<file path="src/ib_cfg.svh">
`ifndef IB_CFG_SVH
`define IB_CFG_SVH

// ~~~~~~~~~~~~~~~~~~~~~~~~~~~~~~~~~~~~~~~~~~~~~~~~~~~~~~~~~~~~~~~~~~~~
// instruction buffer sizing
// ~~~~~~~~~~~~~~~~~~~~~~~~~~~~~~~~~~~~~~~~~~~~~~~~~~~~~~~~~~~~~~~~~~~~

// total entries over both banks
`define IB_DEPTH 16

// each bank holds half of the buffer
`define IB_BANK_DEPTH 8

// one below the depth so a whole fetch pair always fits when not full
`define IB_FULL_LEVEL 15

// addi x0, x0, 0 fills dispatch slots with nothing to deliver
`define IB_NOP 32'h00000013

`endif

</file>
<file path="src/ib_pkg.sv">
`default_nettype none

package ib_pkg;

    // ~~~~~~~~~~~~~~~~~~~~~~~~~~~~~~~~~~~~~~~~~~~~~~~~~~~~~~~~~~~~~~~~~~~~
    // instruction slots
    // ~~~~~~~~~~~~~~~~~~~~~~~~~~~~~~~~~~~~~~~~~~~~~~~~~~~~~~~~~~~~~~~~~~~~

    // one instruction as it moves from fetch through to dispatch
    typedef struct packed {
        logic        valid;
        logic [31:0] pc;
        logic [31:0] inst;
    } insn_slot_t;

    // slot0 is always the older of the two
    typedef struct packed {
        insn_slot_t slot0;
        insn_slot_t slot1;
    } insn_pair_t;

    // ~~~~~~~~~~~~~~~~~~~~~~~~~~~~~~~~~~~~~~~~~~~~~~~~~~~~~~~~~~~~~~~~~~~~
    // bank write port
    // ~~~~~~~~~~~~~~~~~~~~~~~~~~~~~~~~~~~~~~~~~~~~~~~~~~~~~~~~~~~~~~~~~~~~

    typedef struct packed {
        logic       push;
        insn_slot_t slot;
    } bank_wr_t;

endpackage

`default_nettype wire

</file>
<file path="src/ib_bank.sv">
`timescale 1ns/1ps
`default_nettype none

`include "ib_cfg.svh"

module ib_bank #(
    parameter int DEPTH = `IB_BANK_DEPTH
) (
    input  wire                          clock,
    input  wire                          arst_n,
    input  wire                          squash,
    input  wire ib_pkg::bank_wr_t        wr,
    input  wire                          pop,
    output ib_pkg::insn_slot_t           head,
    output logic [$clog2(DEPTH+1)-1:0]   count
);

    localparam int PTR_W = $clog2(DEPTH);
    localparam int CNT_W = $clog2(DEPTH + 1);

    ib_pkg::insn_slot_t mem [DEPTH];

    logic [PTR_W-1:0] rd_ptr;
    logic [PTR_W-1:0] wr_ptr;
    logic [CNT_W-1:0] count_q;

    assign head  = mem[rd_ptr];
    assign count = count_q;

    // storage only changes on an accepted push
    always_ff @(posedge clock) begin
        if (wr.push && !squash) begin
            mem[wr_ptr] <= wr.slot;
        end
    end

    always_ff @(posedge clock or negedge arst_n) begin
        if (!arst_n) begin
            rd_ptr  <= '0;
            wr_ptr  <= '0;
            count_q <= '0;
        end else if (squash) begin
            rd_ptr  <= '0;
            wr_ptr  <= '0;
            count_q <= '0;
        end else begin
            if (wr.push) begin
                wr_ptr <= (wr_ptr == PTR_W'(DEPTH - 1)) ? '0 : wr_ptr + 1'b1;
            end
            if (pop) begin
                rd_ptr <= (rd_ptr == PTR_W'(DEPTH - 1)) ? '0 : rd_ptr + 1'b1;
            end
            case ({wr.push, pop})
                2'b10:   count_q <= count_q + 1'b1;
                2'b01:   count_q <= count_q - 1'b1;
                default: count_q <= count_q;
            endcase
        end
    end

    // the steer block keeps the total below full, so each bank must have room
    a_no_push_full: assert property (
        @(posedge clock) disable iff (!arst_n || squash)
        wr.push |-> (count_q < CNT_W'(DEPTH))
    ) else $error("push into a full bank");

    a_no_pop_empty: assert property (
        @(posedge clock) disable iff (!arst_n || squash)
        pop |-> (count_q != '0)
    ) else $error("pop from an empty bank");

endmodule

`default_nettype wire

</file>
<file path="src/ib_enq_steer.sv">
`timescale 1ns/1ps
`default_nettype none

`include "ib_cfg.svh"

module ib_enq_steer (
    input  wire                                      clock,
    input  wire                                      arst_n,
    input  wire                                      squash,
    input  wire ib_pkg::insn_pair_t                  fetch_pair,
    input  wire [$clog2(`IB_BANK_DEPTH+1)-1:0]       count_even,
    input  wire [$clog2(`IB_BANK_DEPTH+1)-1:0]       count_odd,
    output logic                                     buffer_full,
    output ib_pkg::bank_wr_t                         wr_even,
    output ib_pkg::bank_wr_t                         wr_odd
);

    localparam int TOT_W = $clog2(`IB_DEPTH + 1);

    logic [TOT_W-1:0] total;
    logic             tail_par;
    logic             push0;
    logic             push1;

    // ~~~~~~~~~~~~~~~~~~~~~~~~~~~~~~~~~~~~~~~~~~~~~~~~~~~~~~~~~~~~~~~~~~~~
    // fullness
    // ~~~~~~~~~~~~~~~~~~~~~~~~~~~~~~~~~~~~~~~~~~~~~~~~~~~~~~~~~~~~~~~~~~~~

    assign total       = TOT_W'(count_even) + TOT_W'(count_odd);
    assign buffer_full = (total >= TOT_W'(`IB_FULL_LEVEL));

    // a full buffer drops the whole pair and fetch holds it
    assign push0 = fetch_pair.slot0.valid && !buffer_full;
    assign push1 = fetch_pair.slot1.valid && !buffer_full;

    // ~~~~~~~~~~~~~~~~~~~~~~~~~~~~~~~~~~~~~~~~~~~~~~~~~~~~~~~~~~~~~~~~~~~~
    // steering
    // ~~~~~~~~~~~~~~~~~~~~~~~~~~~~~~~~~~~~~~~~~~~~~~~~~~~~~~~~~~~~~~~~~~~~

    // slot0 lands in the tail bank and slot1 in the other one
    always_comb begin
        if (tail_par) begin
            wr_odd.push  = push0;
            wr_odd.slot  = fetch_pair.slot0;
            wr_even.push = push1;
            wr_even.slot = fetch_pair.slot1;
        end else begin
            wr_even.push = push0;
            wr_even.slot = fetch_pair.slot0;
            wr_odd.push  = push1;
            wr_odd.slot  = fetch_pair.slot1;
        end
    end

    // one slot written flips the parity, two bring it back
    always_ff @(posedge clock or negedge arst_n) begin
        if (!arst_n) begin
            tail_par <= 1'b0;
        end else if (squash) begin
            tail_par <= 1'b0;
        end else begin
            tail_par <= tail_par ^ (push0 ^ push1);
        end
    end

    a_slot_order: assert property (
        @(posedge clock) disable iff (!arst_n)
        fetch_pair.slot1.valid |-> fetch_pair.slot0.valid
    ) else $error("fetch slot1 valid without slot0");

endmodule

`default_nettype wire

</file>
<file path="src/ib_dispatch_align.sv">
`timescale 1ns/1ps
`default_nettype none

`include "ib_cfg.svh"

module ib_dispatch_align (
    input  wire                                      clock,
    input  wire                                      arst_n,
    input  wire                                      squash,
    input  wire [1:0]                                dp_req,
    input  wire ib_pkg::insn_slot_t                  head_even,
    input  wire ib_pkg::insn_slot_t                  head_odd,
    input  wire [$clog2(`IB_BANK_DEPTH+1)-1:0]       count_even,
    input  wire [$clog2(`IB_BANK_DEPTH+1)-1:0]       count_odd,
    output logic                                     pop_even,
    output logic                                     pop_odd,
    output ib_pkg::insn_pair_t                       dp_pair
);

    localparam int TOT_W = $clog2(`IB_DEPTH + 1);

    logic [TOT_W-1:0]   total;
    logic [1:0]         n_deliver;
    logic               head_par;
    ib_pkg::insn_slot_t older;
    ib_pkg::insn_slot_t younger;
    ib_pkg::insn_slot_t nop_slot;

    assign total = TOT_W'(count_even) + TOT_W'(count_odd);

    // ~~~~~~~~~~~~~~~~~~~~~~~~~~~~~~~~~~~~~~~~~~~~~~~~~~~~~~~~~~~~~~~~~~~~
    // delivery count
    // ~~~~~~~~~~~~~~~~~~~~~~~~~~~~~~~~~~~~~~~~~~~~~~~~~~~~~~~~~~~~~~~~~~~~

    // smaller of the request and what the banks hold together
    always_comb begin
        if (total == '0) begin
            n_deliver = 2'd0;
        end else if (total == TOT_W'(1)) begin
            n_deliver = (dp_req == 2'd0) ? 2'd0 : 2'd1;
        end else begin
            n_deliver = (dp_req > 2'd2) ? 2'd2 : dp_req;
        end
    end

    // ~~~~~~~~~~~~~~~~~~~~~~~~~~~~~~~~~~~~~~~~~~~~~~~~~~~~~~~~~~~~~~~~~~~~
    // ordering and padding
    // ~~~~~~~~~~~~~~~~~~~~~~~~~~~~~~~~~~~~~~~~~~~~~~~~~~~~~~~~~~~~~~~~~~~~

    assign nop_slot.valid = 1'b0;
    assign nop_slot.pc    = '0;
    assign nop_slot.inst  = `IB_NOP;

    // the head parity names the bank holding the oldest entry
    assign older   = head_par ? head_odd  : head_even;
    assign younger = head_par ? head_even : head_odd;

    always_comb begin
        dp_pair.slot0 = (n_deliver != 2'd0) ? older   : nop_slot;
        dp_pair.slot1 = (n_deliver == 2'd2) ? younger : nop_slot;
    end

    // a pair drains both banks, a single drains only the head bank
    always_comb begin
        case (n_deliver)
            2'd1: begin
                pop_even = !head_par;
                pop_odd  = head_par;
            end
            2'd2: begin
                pop_even = 1'b1;
                pop_odd  = 1'b1;
            end
            default: begin
                pop_even = 1'b0;
                pop_odd  = 1'b0;
            end
        endcase
    end

    always_ff @(posedge clock or negedge arst_n) begin
        if (!arst_n) begin
            head_par <= 1'b0;
        end else if (squash) begin
            head_par <= 1'b0;
        end else begin
            head_par <= head_par ^ n_deliver[0];
        end
    end

    a_req_range: assert property (
        @(posedge clock) disable iff (!arst_n)
        dp_req <= 2'd2
    ) else $error("dispatch request above two");

    // interleaving must keep the younger bank stocked whenever two are delivered
    a_pop_nonempty: assert property (
        @(posedge clock) disable iff (!arst_n)
        (pop_even |-> count_even != '0) and (pop_odd |-> count_odd != '0)
    ) else $error("pop issued to an empty bank");

endmodule

`default_nettype wire

</file>
<file path="src/insn_buffer.sv">
`timescale 1ns/1ps
`default_nettype none

`include "ib_cfg.svh"

module insn_buffer (
    input  wire                      clock,
    input  wire                      arst_n,
    input  wire                      squash,
    input  wire ib_pkg::insn_pair_t  fetch_pair,
    input  wire [1:0]                dp_req,
    output logic                     buffer_full,
    output ib_pkg::insn_pair_t       dp_pair
);

    localparam int CNT_W = $clog2(`IB_BANK_DEPTH + 1);

    ib_pkg::bank_wr_t   wr_even;
    ib_pkg::bank_wr_t   wr_odd;
    ib_pkg::insn_slot_t head_even;
    ib_pkg::insn_slot_t head_odd;
    logic [CNT_W-1:0]   count_even;
    logic [CNT_W-1:0]   count_odd;
    logic               pop_even;
    logic               pop_odd;

    ib_enq_steer u_enq_steer (
        .clock       (clock),
        .arst_n      (arst_n),
        .squash      (squash),
        .fetch_pair  (fetch_pair),
        .count_even  (count_even),
        .count_odd   (count_odd),
        .buffer_full (buffer_full),
        .wr_even     (wr_even),
        .wr_odd      (wr_odd)
    );

    // even bank holds global positions 0, 2, 4 and so on
    ib_bank #(.DEPTH(`IB_BANK_DEPTH)) u_bank_even (
        .clock  (clock),
        .arst_n (arst_n),
        .squash (squash),
        .wr     (wr_even),
        .pop    (pop_even),
        .head   (head_even),
        .count  (count_even)
    );

    ib_bank #(.DEPTH(`IB_BANK_DEPTH)) u_bank_odd (
        .clock  (clock),
        .arst_n (arst_n),
        .squash (squash),
        .wr     (wr_odd),
        .pop    (pop_odd),
        .head   (head_odd),
        .count  (count_odd)
    );

    ib_dispatch_align u_dispatch_align (
        .clock      (clock),
        .arst_n     (arst_n),
        .squash     (squash),
        .dp_req     (dp_req),
        .head_even  (head_even),
        .head_odd   (head_odd),
        .count_even (count_even),
        .count_odd  (count_odd),
        .pop_even   (pop_even),
        .pop_odd    (pop_odd),
        .dp_pair    (dp_pair)
    );

endmodule

`default_nettype wire

</file>
<file path="config.mk">
export PLATFORM = sky130hd
export DESIGN_NAME = insn_buffer
export DESIGN_NICKNAME = d
export VERILOG_FILES = /design/src/ib_pkg.sv /design/src/ib_bank.sv /design/src/ib_enq_steer.sv /design/src/ib_dispatch_align.sv /design/src/insn_buffer.sv
export VERILOG_INCLUDE_DIRS = /design/src
export SDC_FILE = /design/constraint.sdc
export NUM_CORES = 1
export LEC_CHECK = 0
export ABC_CLOCK_PERIOD_IN_PS = 20800
export BUFFER_PORTS_ARGS = -buffer_cell sky130_fd_sc_hd__buf_2
export CORE_MARGIN = 2
export CORE_UTILIZATION = 35
export CTS_CLUSTER_DIAMETER = 60
export DETAILED_ROUTE_END_ITERATION = 6
export GPL_TIMING_DRIVEN = 1
export SYNTH_ARGS = -nofsm -noshare
export SYNTH_HDL_FRONTEND = slang
export SYNTH_HIERARCHICAL = 1
export SYNTH_SLANG_ARGS = --single-unit
</file>
<file path="constraint.sdc">
create_clock -name clock -period 20.8 [get_ports clock]
set_clock_uncertainty 0.05 [all_clocks]
set_input_delay 3.12 -clock clock [delete_from_list [all_inputs] [get_ports clock]]
set_output_delay 3.12 -clock clock [all_outputs]
set_load 0.02 [all_outputs]
</file>
[Word level (Yosys, flattened, before mapping)]
Memory sizes are Yosys's and may differ from the RTL's.
Cells that the tools add are included.
Storage, ports and cells
  flip-flop bits (word level): 22
  bits in latches: 0
  RAM bits: 1040
  bits in read-only memories: 0
  bits of input ports: 135
  output and inout port bits: 131
  memories: 2
Operators by class
  add/subtract/negate cells: 9
  multipliers: 0
  div/mod/pow operators: 0
  $lt $le $gt $ge: 2
  eq/ne operators: 11
  shift-type cells: 0
  muxes and demuxes: 34
  bitwise gates (word level): 3
  reduce and logical (&&, ||, !) cells: 16
Memory list
  u_bank_even.mem: words 8, width 65, rd ports 1, clocked after Yosys merged registers in 0, wr ports 1, RTL line ib_bank.sv:21  | ib_pkg::insn_slot_t mem [DEPTH];
  u_bank_odd.mem: words 8, width 65, rd ports 1, clocked after Yosys merged registers in 0, wr ports 1, RTL line ib_bank.sv:21
Operators by type and width (count)
  2-to-1 mux 65 bit: 4
  2-to-1 mux 66 bit: 2
  2-to-1 mux 3 bit: 12
  case mux 4 bit (2 select lines): 2
  adder 3 x 1 -> 3 bit, second input constant: 4
  equality test 3 bit, second input constant: 4
  nonzero test 2 bit: 5
  adder 4 x 1 -> 4 bit, second input constant: 2
  2-to-1 mux 4 bit: 2
  subtractor 4 x 1 -> 4 bit, second input constant: 2
  2-to-1 mux 1 bit: 7
  equality test 2 x 1 -> 1 bit, second input constant: 3
  equality test 2 bit, second input constant: 3
  2-to-1 mux 2 bit: 3
  nonzero test 3 bit: 2
  adder 4 x 4 -> 5 bit: 1
  equality test 5 x 1 -> 1 bit, second input constant: 1
  >= comparator 5 x 4 -> 1 bit, second input constant: 1
  zero test 5 bit: 1
  logical AND 1 bit: 4
  case mux 1 bit (2 select lines): 2
  zero test 1 bit: 3
  XOR 1 bit: 3
  > comparator 2 bit, second input constant: 1
  zero test 2 bit: 1

[Logic depth before layout (Yosys ltp)]
Gate-level depths: netlist of the first run.
  word-level depth: 9
  depth in mapped cells: 18
  mapped depth without buffers: 16

[By module]
Netlist of the first run, hierarchy kept.
By module, submodules not included
  ib_bank (u_bank_odd): instances 1, cells each 823, area an instance 20151.8 um2
  ib_bank (u_bank_even): instances 1, cells each 824, area an instance 20150.6 um2
  ib_dispatch_align: instances 1, cells each 323, area an instance 2366.0 um2
  ib_enq_steer: instances 1, cells each 170, area an instance 1761.7 um2

[Worst setup path after synthesis of the first run]
Ideal clock, no wire load.
  path type: input-to-reg
  start point: input port fetch_pair[64] (netlist name)
  end point: memory u_bank_even/mem[0][0] (netlist name) (enable)
  setup time: 0.649 ns
  arrival: 10.004 ns
  required time: 20.101 ns
  setup slack: 10.097 ns
  stages on the path: 5
  path buffers: 1
  cells stage by stage: mux2_2 > and2_1 > buf_2 > nand2b_1 > nor4_1
RTL lines
  from (decl): RTL line insn_buffer.sv:10  | input wire ib_pkg::insn_pair_t fetch_pair,
  to (decl): RTL line ib_bank.sv:21

==> results of run 1 <==
[where the power goes]
part           switching, mW  internal [mW]
Sequential            0.0868           2.49
Clock                  0.821           1.13
Combinational           1.15          0.767
Total                   2.06           4.39
[layer usage]
metal  GRT usage, %  share of wire (%)
met1          21.92                 42
met2          28.94                 51
met3          2.407                4.6
met4          4.136                1.8
met5              0                  0
[cell type report]
cell class,instances,area [um2]
Sequential cell,1062,31810
Clock inverter,73,659.4
Tap cell,1650,2064
Fill cell,11030,74440
Multi-Input combinational cell,945,12080
Inverter,9,33.78
Clock buffer,135,2974
Antenna cell,3,7.507
Timing Repair Buffer,310,1664
[synth_stat cells, drive strengths merged (4+ instances only)]
cell type,number
edfxtp,1040
mux2,263
mux4,260
mux2i,138
nor2,107
nor2b,72
buf,71
clkbuf,53
ha,23
dfrtp,22
nand2,10
a21oi,9
inv,9
a211o,5
nor4,5
xor2,5
and2,4
nor3,4
nor3b,4
[flip-flops by register name (all words and copies together), names as in the netlist]
name and cells:
u_bank_even/count 4, u_bank_even/mem 520, u_bank_even/rd_ptr 3, u_bank_even/wr_ptr 3
u_bank_odd/count 4, u_bank_odd/mem 520, u_bank_odd/rd_ptr 3, u_bank_odd/wr_ptr 3
u_dispatch_align/head_par 1, u_enq_steer/tail_par 1
[logic make-up after synthesis]
logic type,share of synthesized area [%]
fa+ha+maj,0.7378
buf+inv,1.574
xor+xnor,0.1380
compound gates,0.6253
simple gates,2.442
mux,22.95
flops,71.53
[critical path, delay by kind of cell]
| kind | cells | cell delay (ns) |
|---|---|---|
| AOI/OAI and AO/OA | 1 | 0.07 |
| adders and majority gates | 1 | 0.18 |
| buffers and inverters | 4 | 1.14 |
| and+or+nand+nor | 2 | 0.48 |
[final timing paths]
kind | from | endpoint | depth (start not counted)
worst max-delay path | dp_req[1] | dp_pair[17] | 8
worst min-delay path | u_bank_even/wr_ptr[2]$_DFFE_PN0P_ | u_bank_even/wr_ptr[2]$_DFFE_PN0P_ | 2
worst max register to register | u_bank_odd/count[0]$_DFFE_PN0P_ | u_bank_even/mem[2][61]$_DFFE_PP_ | 9
worst min register to register | u_bank_even/wr_ptr[2]$_DFFE_PN0P_ | u_bank_even/wr_ptr[2]$_DFFE_PN0P_ | 2
max in group asynchronous | arst_n | u_bank_even/rd_ptr[1]$_DFFE_PN0P_ | 1
min in group asynchronous | arst_n | u_dispatch_align/head_par$_DFF_PN0_ | 1
==> impl_metrics.json, run 1 <==
{
  "status": "complete, but fails checks",
  "failed_checks": "design-rule violations",
  "clock.fmax_ghz": 0.1220,
  "critPathKind": "input port to output pin",
  "cts_inserted_buffers": 115,
  "synth_area_um2": 44430,
  "gp_congestion": 0.7461,
  "grt_pass1_wl_um": 157400,
  "die_h_um": 360.3,
  "core-area_um2": 125700,
  "final.setup.tns_ns": 0,
  "rsz0062_at_grt": "no",
  "end_kind": "output pin",
  "powerDensity_nw_per_um2": 125.8,
  "path_max_fanout": 67,
  "antenna_found_initial": 6,
  "synth_top_area_share_pct": 70.29,
  "dieArea_um2": 129800,
  "maxCapViolations": 0,
  "p_leak_nw": 16.45,
  "start_kind": "input port",
  "finalWirelength_um": 108900,
  "synth-edff-count": 1040,
  "async_flop_share_pct": 2.072,
  "setup_viol": 0,
  "crit_chain": "buf_2, nor2_1, a221oi_4, inv_1, ha_2, buf_4, nor2b_1, buf_2",
  "synth_cell_types": 46,
  "clk_pin_slew_ns": 0.06,
  "route.detailed.drc": 1,
  "grt.total_usage_pct": 16.64,
  "start_util_pct": 35.34,
  "ys_seq_area_share_pct": 71.53,
  "post_drt_via_cell_ratio": 5.223,
  "slowest_stage": "buf_4",
  "holdWs_ns": 0.5669,
  "place_area_um2": 47650,
  "cts_tree": "yes",
  "worstPathRequired_ns": 17.63,
  "drive_gt1_share_pct": 40.77,
  "clock_latency_ns": 0.69,
  "postRouteAntennaNets": 0,
  "dp.cells": 3976,
  "drv_slew": 0,
  "hold_class": "flip-flop to flip-flop",
  "mostFrequentLayoutCells": "1,040 x edfxtp_1, 265 x buf_2, 262 x mux2_2, 260 x mux4_2, 138 x mux2i_1",
  "arrival_ns": 5.03,
  "synth_nets": 2300,
  "clkSinkCount": 1062,
  "finish.utilization_pct": 40.80,
  "worst_pin_slew_ns": 1.080,
  "io_pins": 266,
  "ctsHoldBuffers": 0,
  "max_slew_margin_pct": 27.84,
  "irDropWorstVdd_mv": 0.2012,
  "period_share_pct": 39.40,
  "reg2reg_slack_ns": 15.39,
  "clockBufferDepth": 3,
  "grt_start_max_net_pins": 68,
  "slowest_delay_ns": 0.67,
  "path_common_cell": "buf_2",
  "fin_area_um2": 51290,
  "yosys.area.top_type": "edfxtp_1",
  "wl_per_cell_um": 26.01,
  "ys_warn_count": 6,
  "postCtsSetupBuffers": 0,
  "power_mw": 6.453,
  "hpwlAfterDp_um": 62690,
  "fp-row-count": 130,
  "vias": 21870,
  "synth_area_leaders": "edfxtp_1 70%, mux4_2 13%, mux2_2 6.6%",
  "syn_inst": 2140,
  "nets": 2603,
  "synth-seq-cells": 1062,
  "die_x_um": 360.3,
  "synth_area_per_cell_um2": 20.76,
  "first_global_vias": 23010,
  "final_common_cell": "edfxtp_1",
  "htreeDepth": 3,
  "syn_to_final_growth_pct": 15.45,
  "setup_ws_ns": 12.60,
  "numPortBuffers": 265,
  "fin_cells": 4187,
  "finalHoldViolCount": 0,
  "dr.pass1.iters": 7,
  "synthFlopType": "edfxtp_1",
  "post_cts_resized": 0,
  "pre_cts_slack_ns": 12.64,
  "grt_overflow": 0,
  "first_iter_violations": 1575,
  "cts_root_buffer": "clkbuf_16",
  "min_period_ns": 8.196
}
Power figures use the tool's default switching activity.
==> inputs of run 2 (changes only) <==
Settings changed: ABC_CLOCK_PERIOD_IN_PS 20800 to 7450.
Clock period 20.8 ns to 7.45 ns, I/O delays scaled along.
==> run 2 against run 1 <==
Net effect: first-iteration DRC count grew 5.7%; power grew to 2.9 times the previous value; the flow now finishes without violations; global-route usage grew 0.25 points; critical path type is now flip-flop to output pin; via count grew 1.3%; sequential share of layout area shrank 0.60 points; design area grew 0.98%; cell count is essentially flat; combinational power grew to 2.8 times the previous value.
==> impl_metrics.json, run 2 (synthesis gave the netlist of run 1 again) <==
{
  "maxCapViolations": 0,
  "setup_viol": 0,
  "grt.total_usage_pct": 16.89,
  "cts_inserted_buffers": 115,
  "max_slew_margin_pct": 22.66,
  "die_x_um": 360.3,
  "vias": 22150,
  "end_kind": "output pin",
  "fp-row-count": 130,
  "rsz0062_at_grt": "no",
  "dr.pass1.iters": 5,
  "drive_gt1_share_pct": 41.02,
  "pwr-share-seq_pct": 39.0,
  "hpwlAfterDp_um": 63880,
  "critPathKind": "flip-flop to output pin",
  "finalHoldViolCount": 0,
  "status": "finished clean",
  "finalWirelength_um": 110400,
  "internal_power_mw": 12.58,
  "wl_per_cell_um": 26.34,
  "clock_latency_ns": 0.73,
  "multi_input_area_um2": 12120,
  "mostFrequentLayoutCells": "1,040 x edfxtp_1, 265 x buf_2, 262 x mux2_2, 260 x mux4_2, 138 x mux2i_1",
  "irDropWorstVdd_mv": 0.2837,
  "worstPathRequired_ns": 6.28,
  "clk_pin_slew_ns": 0.06,
  "post_drt_via_cell_ratio": 5.286,
  "clockBufferDepth": 3,
  "rr_worst_depth": 15,
  "final_common_cell": "edfxtp_1",
  "final.setup.tns_ns": 0,
  "p_switching_mw": 5.986,
  "htreeDepth": 3,
  "fillers": 10950,
  "power_mw": 18.56,
  "gp_congestion": 0.7755,
  "swShare_pct": 32.25,
  "worst_pin_slew_ns": 1.160,
  "post_cts_resized": 0,
  "slowest_delay_ns": 0.87,
  "seq_area_um2": 31810,
  "ctsHoldBuffers": 0,
  "arrival_ns": 4.41,
  "slowest_stage": "ha_2",
  "die_h_um": 360.3,
  "core-area_um2": 125700,
  "critical_path_buf_inv_count": 3,
  "p_leak_nw": 16.66,
  "use_met2_pct": 28.64,
  "busiest_layer": "met2",
  "drv_slew": 0,
  "start_kind": "flip-flop",
  "min_period_ns": 5.579,
  "grt_start_max_net_pins": 94,
  "grt_pass1_wl_um": 159700,
  "clkSinkCount": 1062,
  "cts_tree": "yes",
  "period_share_pct": 74.89,
  "grt_overflow": 0,
  "dieArea_um2": 129800,
  "postRouteAntennaNets": 0,
  "clkPwrFrac_pct": 31.6,
  "first_global_vias": 23450,
  "top_regs": "u_bank_even/mem (520), u_bank_odd/mem (520)",
  "cp_top_family": "adder cells",
  "antenna_found_initial": 9,
  "nets": 2602,
  "power_frac_comb_pct": 29.4,
  "route.detailed.drc": 0,
  "io_pins": 266,
  "postCtsSetupBuffers": 0,
  "syn_to_final_growth_pct": 16.58,
  "cp_num_cells": 11,
  "powerDensity_nw_per_um2": 358.4,
  "first_iter_violations": 1664,
  "start_util_pct": 35.34,
  "path_max_fanout": 28,
  "met3_usage_pct": 3.145,
  "cts_root_buffer": "clkbuf_16",
  "grtUsageMet1_pct": 21.85,
  "numPortBuffers": 265,
  "clock.fmax_ghz": 0.1792,
  "reg2reg_slack_ns": 2.21,
  "crit_chain": "ha_1, fa_1, nor2_1, a22oi_1, o21bai_1, nand2_1, inv_1, ha_2, buf_4, nor2b_1, buf_2",
  "hold_class": "input port to async pin"
}
run 2: cell types whose count changed in the layout (fill, tap and decap cells not counted), sizes merged:
cell / previous run / this run
buf: 310 / 309
bufinv: 9 / 17
clkbuf: 135 / 122
clkinv: 46 / 62
clkinvlp: 8 / 3
diode: 3 / 1
inv: 19 / 20
run 2: path summary, 6_finish.rpt:
check / startpoint / end
min: arst_n / u_bank_odd/count[3]$_DFFE_PN0P_
min in group clock: u_bank_even/wr_ptr[2]$_DFFE_PN0P_ / u_bank_even/wr_ptr[2]$_DFFE_PN0P_
min reg2reg: u_bank_even/wr_ptr[2]$_DFFE_PN0P_ / u_bank_even/wr_ptr[2]$_DFFE_PN0P_
max in group asynchronous: arst_n / u_bank_even/rd_ptr[2]$_DFFE_PN0P_
max: u_bank_even/count[0]$_DFFE_PN0P_ / dp_pair[63]
max reg2reg: u_bank_even/count[0]$_DFFE_PN0P_ / u_bank_odd/count[3]$_DFFE_PN0P_
run 2: stage by stage:
stage	hold WS, ns	cells	cell area (um2)	util, %	worst slack, ns
CTS	0.3136	4190	51790	41.19	1.808
global placement	0.4962	3975	47820	38.03	2.505
detailed placement	0.5471	3975	47820	38.03	2.306
floorplan	0.4789	2140	44460	-	1.026
finish	0.3431	4191	51800	41.20	1.871
global route	0.3473	4190	51790	41.19	1.674
run 2: metal layers:
layer  vias to the layer above  routed length (um)
li1                       9410                   -
met3                       169                6021
met4                         4                3167
met2                       630               55000
met1                     11940               46150
met5                         -                  34
run 2: area by class of cell:
class,instances,share of cell area [%]
flip-flops and latches,1062,61.41
multi-input cells,945,23.39
inverters,9,0.06522
repair buffers,309,3.464
clock buffers,122,5.607
clock inverters,93,2.070
diodes,1,0.004831
well taps,1650,3.986
run 2: power by group through the flow:
stage               logic [mW]  clock network (mW)  registers, mW
floorplan                 3.88                   0           7.15
global placement          5.43                   0           7.35
detailed placement        5.51                   0           7.38
CTS                       5.53                6.01           7.25
global route              5.84                6.25           7.28
finish                    5.46                5.87           7.24
==> inputs of run 3 (changes only) <==
Settings changed: ABC_CLOCK_PERIOD_IN_PS 7450 to 5340.
Clock period 7.45 ns to 5.34 ns, I/O delays scaled along.
==> run 3 against run 2 <==
Net effect: non-clock buffer count increased by 15; critical path depth did not move; design area about the same; highest routed layer is now met4.
==> impl_metrics.json, run 3 (synthesis gave the netlist of run 1 again) <==
{
  "min_period_ns": 4.966,
  "maxCapViolations": 0,
  "status": "finished clean",
  "htreeDepth": 3,
  "grt.total_usage_pct": 16.14,
  "first_iter_violations": 1567,
  "gp_congestion": 0.7530,
  "holdWs_ns": 0.05019,
  "max_slew_margin_pct": 25.50,
  "finish.utilization_pct": 41.18,
  "rsz0062_at_grt": "no",
  "worst_pin_slew_ns": 1.117,
  "cts_inserted_buffers": 113,
  "irDropWorstVdd_mv": 0.4724,
  "dieArea_um2": 129800,
  "nets": 2615,
  "die_h_um": 360.3,
  "finalHoldViolCount": 0,
  "clock.fmax_ghz": 0.2014,
  "powerDensity_nw_per_um2": 494.6,
  "cts_root_buffer": "clkbuf_16",
  "final_common_cell": "edfxtp_1",
  "first_global_vias": 23530,
  "mostFrequentLayoutCells": "1,040 x edfxtp_1, 265 x buf_2, 262 x mux2_2, 260 x mux4_2, 138 x mux2i_1",
  "p_leak_nw": 16.66,
  "start_util_pct": 35.34,
  "drive_gt1_share_pct": 41.32,
  "clk_pin_slew_ns": 0.06,
  "fp-row-count": 130,
  "start_kind": "flip-flop",
  "grt_pass1_wl_um": 154500,
  "numPortBuffers": 265,
  "clockBufferDepth": 3,
  "vias": 21890,
  "cts_tree": "yes",
  "io_pins": 266,
  "arrival_ns": 4.11,
  "wl_per_cell_um": 25.05,
  "path_max_fanout": 34,
  "grt_overflow": 0,
  "dr.pass1.iters": 5,
  "core-area_um2": 125700,
  "hold_class": "input port to async pin",
  "hpwlAfterDp_um": 62700,
  "top_regs": "u_bank_even/mem (520), u_bank_odd/mem (520)",
  "clock_latency_ns": 0.68,
  "drv_slew": 0,
  "fillers": 10920,
  "postCtsSetupBuffers": 0,
  "end_kind": "output pin",
  "die_x_um": 360.3,
  "grt_start_max_net_pins": 74,
  "postRouteAntennaNets": 0,
  "critPathKind": "flip-flop to output pin",
  "route.detailed.drc": 0,
  "rr_worst_depth": 14,
  "worstPathRequired_ns": 4.49,
  "post_drt_via_cell_ratio": 5.210,
  "setup_viol": 0,
  "finalWirelength_um": 105200,
  "syn_to_final_growth_pct": 16.52,
  "period_share_pct": 92.99,
  "antenna_found_initial": 6,
  "clkSinkCount": 1062
}
-- run 3: cell type report --
class / instances / area [um2] / share of cell area [%]
antenna: 1 / 2.502 / 0.004834
clock buffer: 127 / 2902 / 5.605
clock inverter: 84 / 950.9 / 1.837
inverter: 9 / 33.78 / 0.06525
multi-input combinational: 945 / 12130 / 23.42
sequential: 1062 / 31810 / 61.44
tap: 1650 / 2064 / 3.988
timing repair buffer: 324 / 1882 / 3.635
-- run 3: final timing paths --
check,startpoint,to,slack (ns)
setup / recovery,u_bank_even/count[0]$_DFFE_PN0P_,dp_pair[17],0.37
max in group asynchronous,arst_n,u_bank_odd/rd_ptr[2]$_DFFE_PN0P_,4.77
hold reg to reg,u_bank_odd/wr_ptr[2]$_DFFE_PN0P_,u_bank_odd/wr_ptr[2]$_DFFE_PN0P_,0.55
min in group clock,fetch_pair[56],u_bank_even/mem[1][56]$_DFFE_PP_,0.48
hold / removal,arst_n,u_bank_even/rd_ptr[1]$_DFFE_PN0P_,0.05
setup reg to reg,u_bank_even/count[0]$_DFFE_PN0P_,u_bank_even/count[3]$_DFFE_PN0P_,0.83
-- run 3: critical path, stage by stage (launching register included) --
cell,delay [ns]
dfrtp_1,0.45
ha_1,0.26
fa_1,0.50
nor2_1,0.05
a22oi_1,0.23
o21bai_1,0.23
nand2_1,0.19
inv_1,0.14
ha_4,0.46
buf_4,0.46
nor2b_1,0.22
buf_2,0.19
-- run 3: through the flow --
step	total power, mW	setup TNS [ns]	worst slack (ns)	cells	instance area (um2)
after detailed placement	17.86	0	0.6042	3990	47910
after global placement	17.70	0	0.6887	3990	47910
after global routing	26.72	0	0.05100	4201	51770
after floorplan	15.40	-157.47	-0.3044	2140	44500
after CTS	25.89	0	0.03661	4201	51760
final	25.60	0	0.3744	4202	51770
-- run 3: where the power goes --
| part | internal (mW) | total (mW) | leakage [nW] | switching (mW) |
|---|---|---|---|---|
| Combinational | 3.06 | 7.56 | 5.12 | 4.50 |
| Sequential | 9.71 | 10.0 | 9.68 | 0.331 |
| Clock | 4.75 | 8.00 | 1.86 | 3.25 |
| Total | 17.5 | 25.6 | 16.7 | 8.08 |
-- run 3: metal layers --
layer	GRT usage, %	vias up	share of wire (%)
met1	20.97	11760	42
met2	28.51	566	52
met4	4.424	0	2.1
met5	0	-	0
met3	1.976	138	4.5
li1	-	9427	-
-- run 3: what timing repair did --
| item | CTS | global route |
|---|---|---|
| hold buffers | 0 | 0 |
| gates resized for setup | 0 | 1 |
| setup endpoints to repair | 0 | 34 |
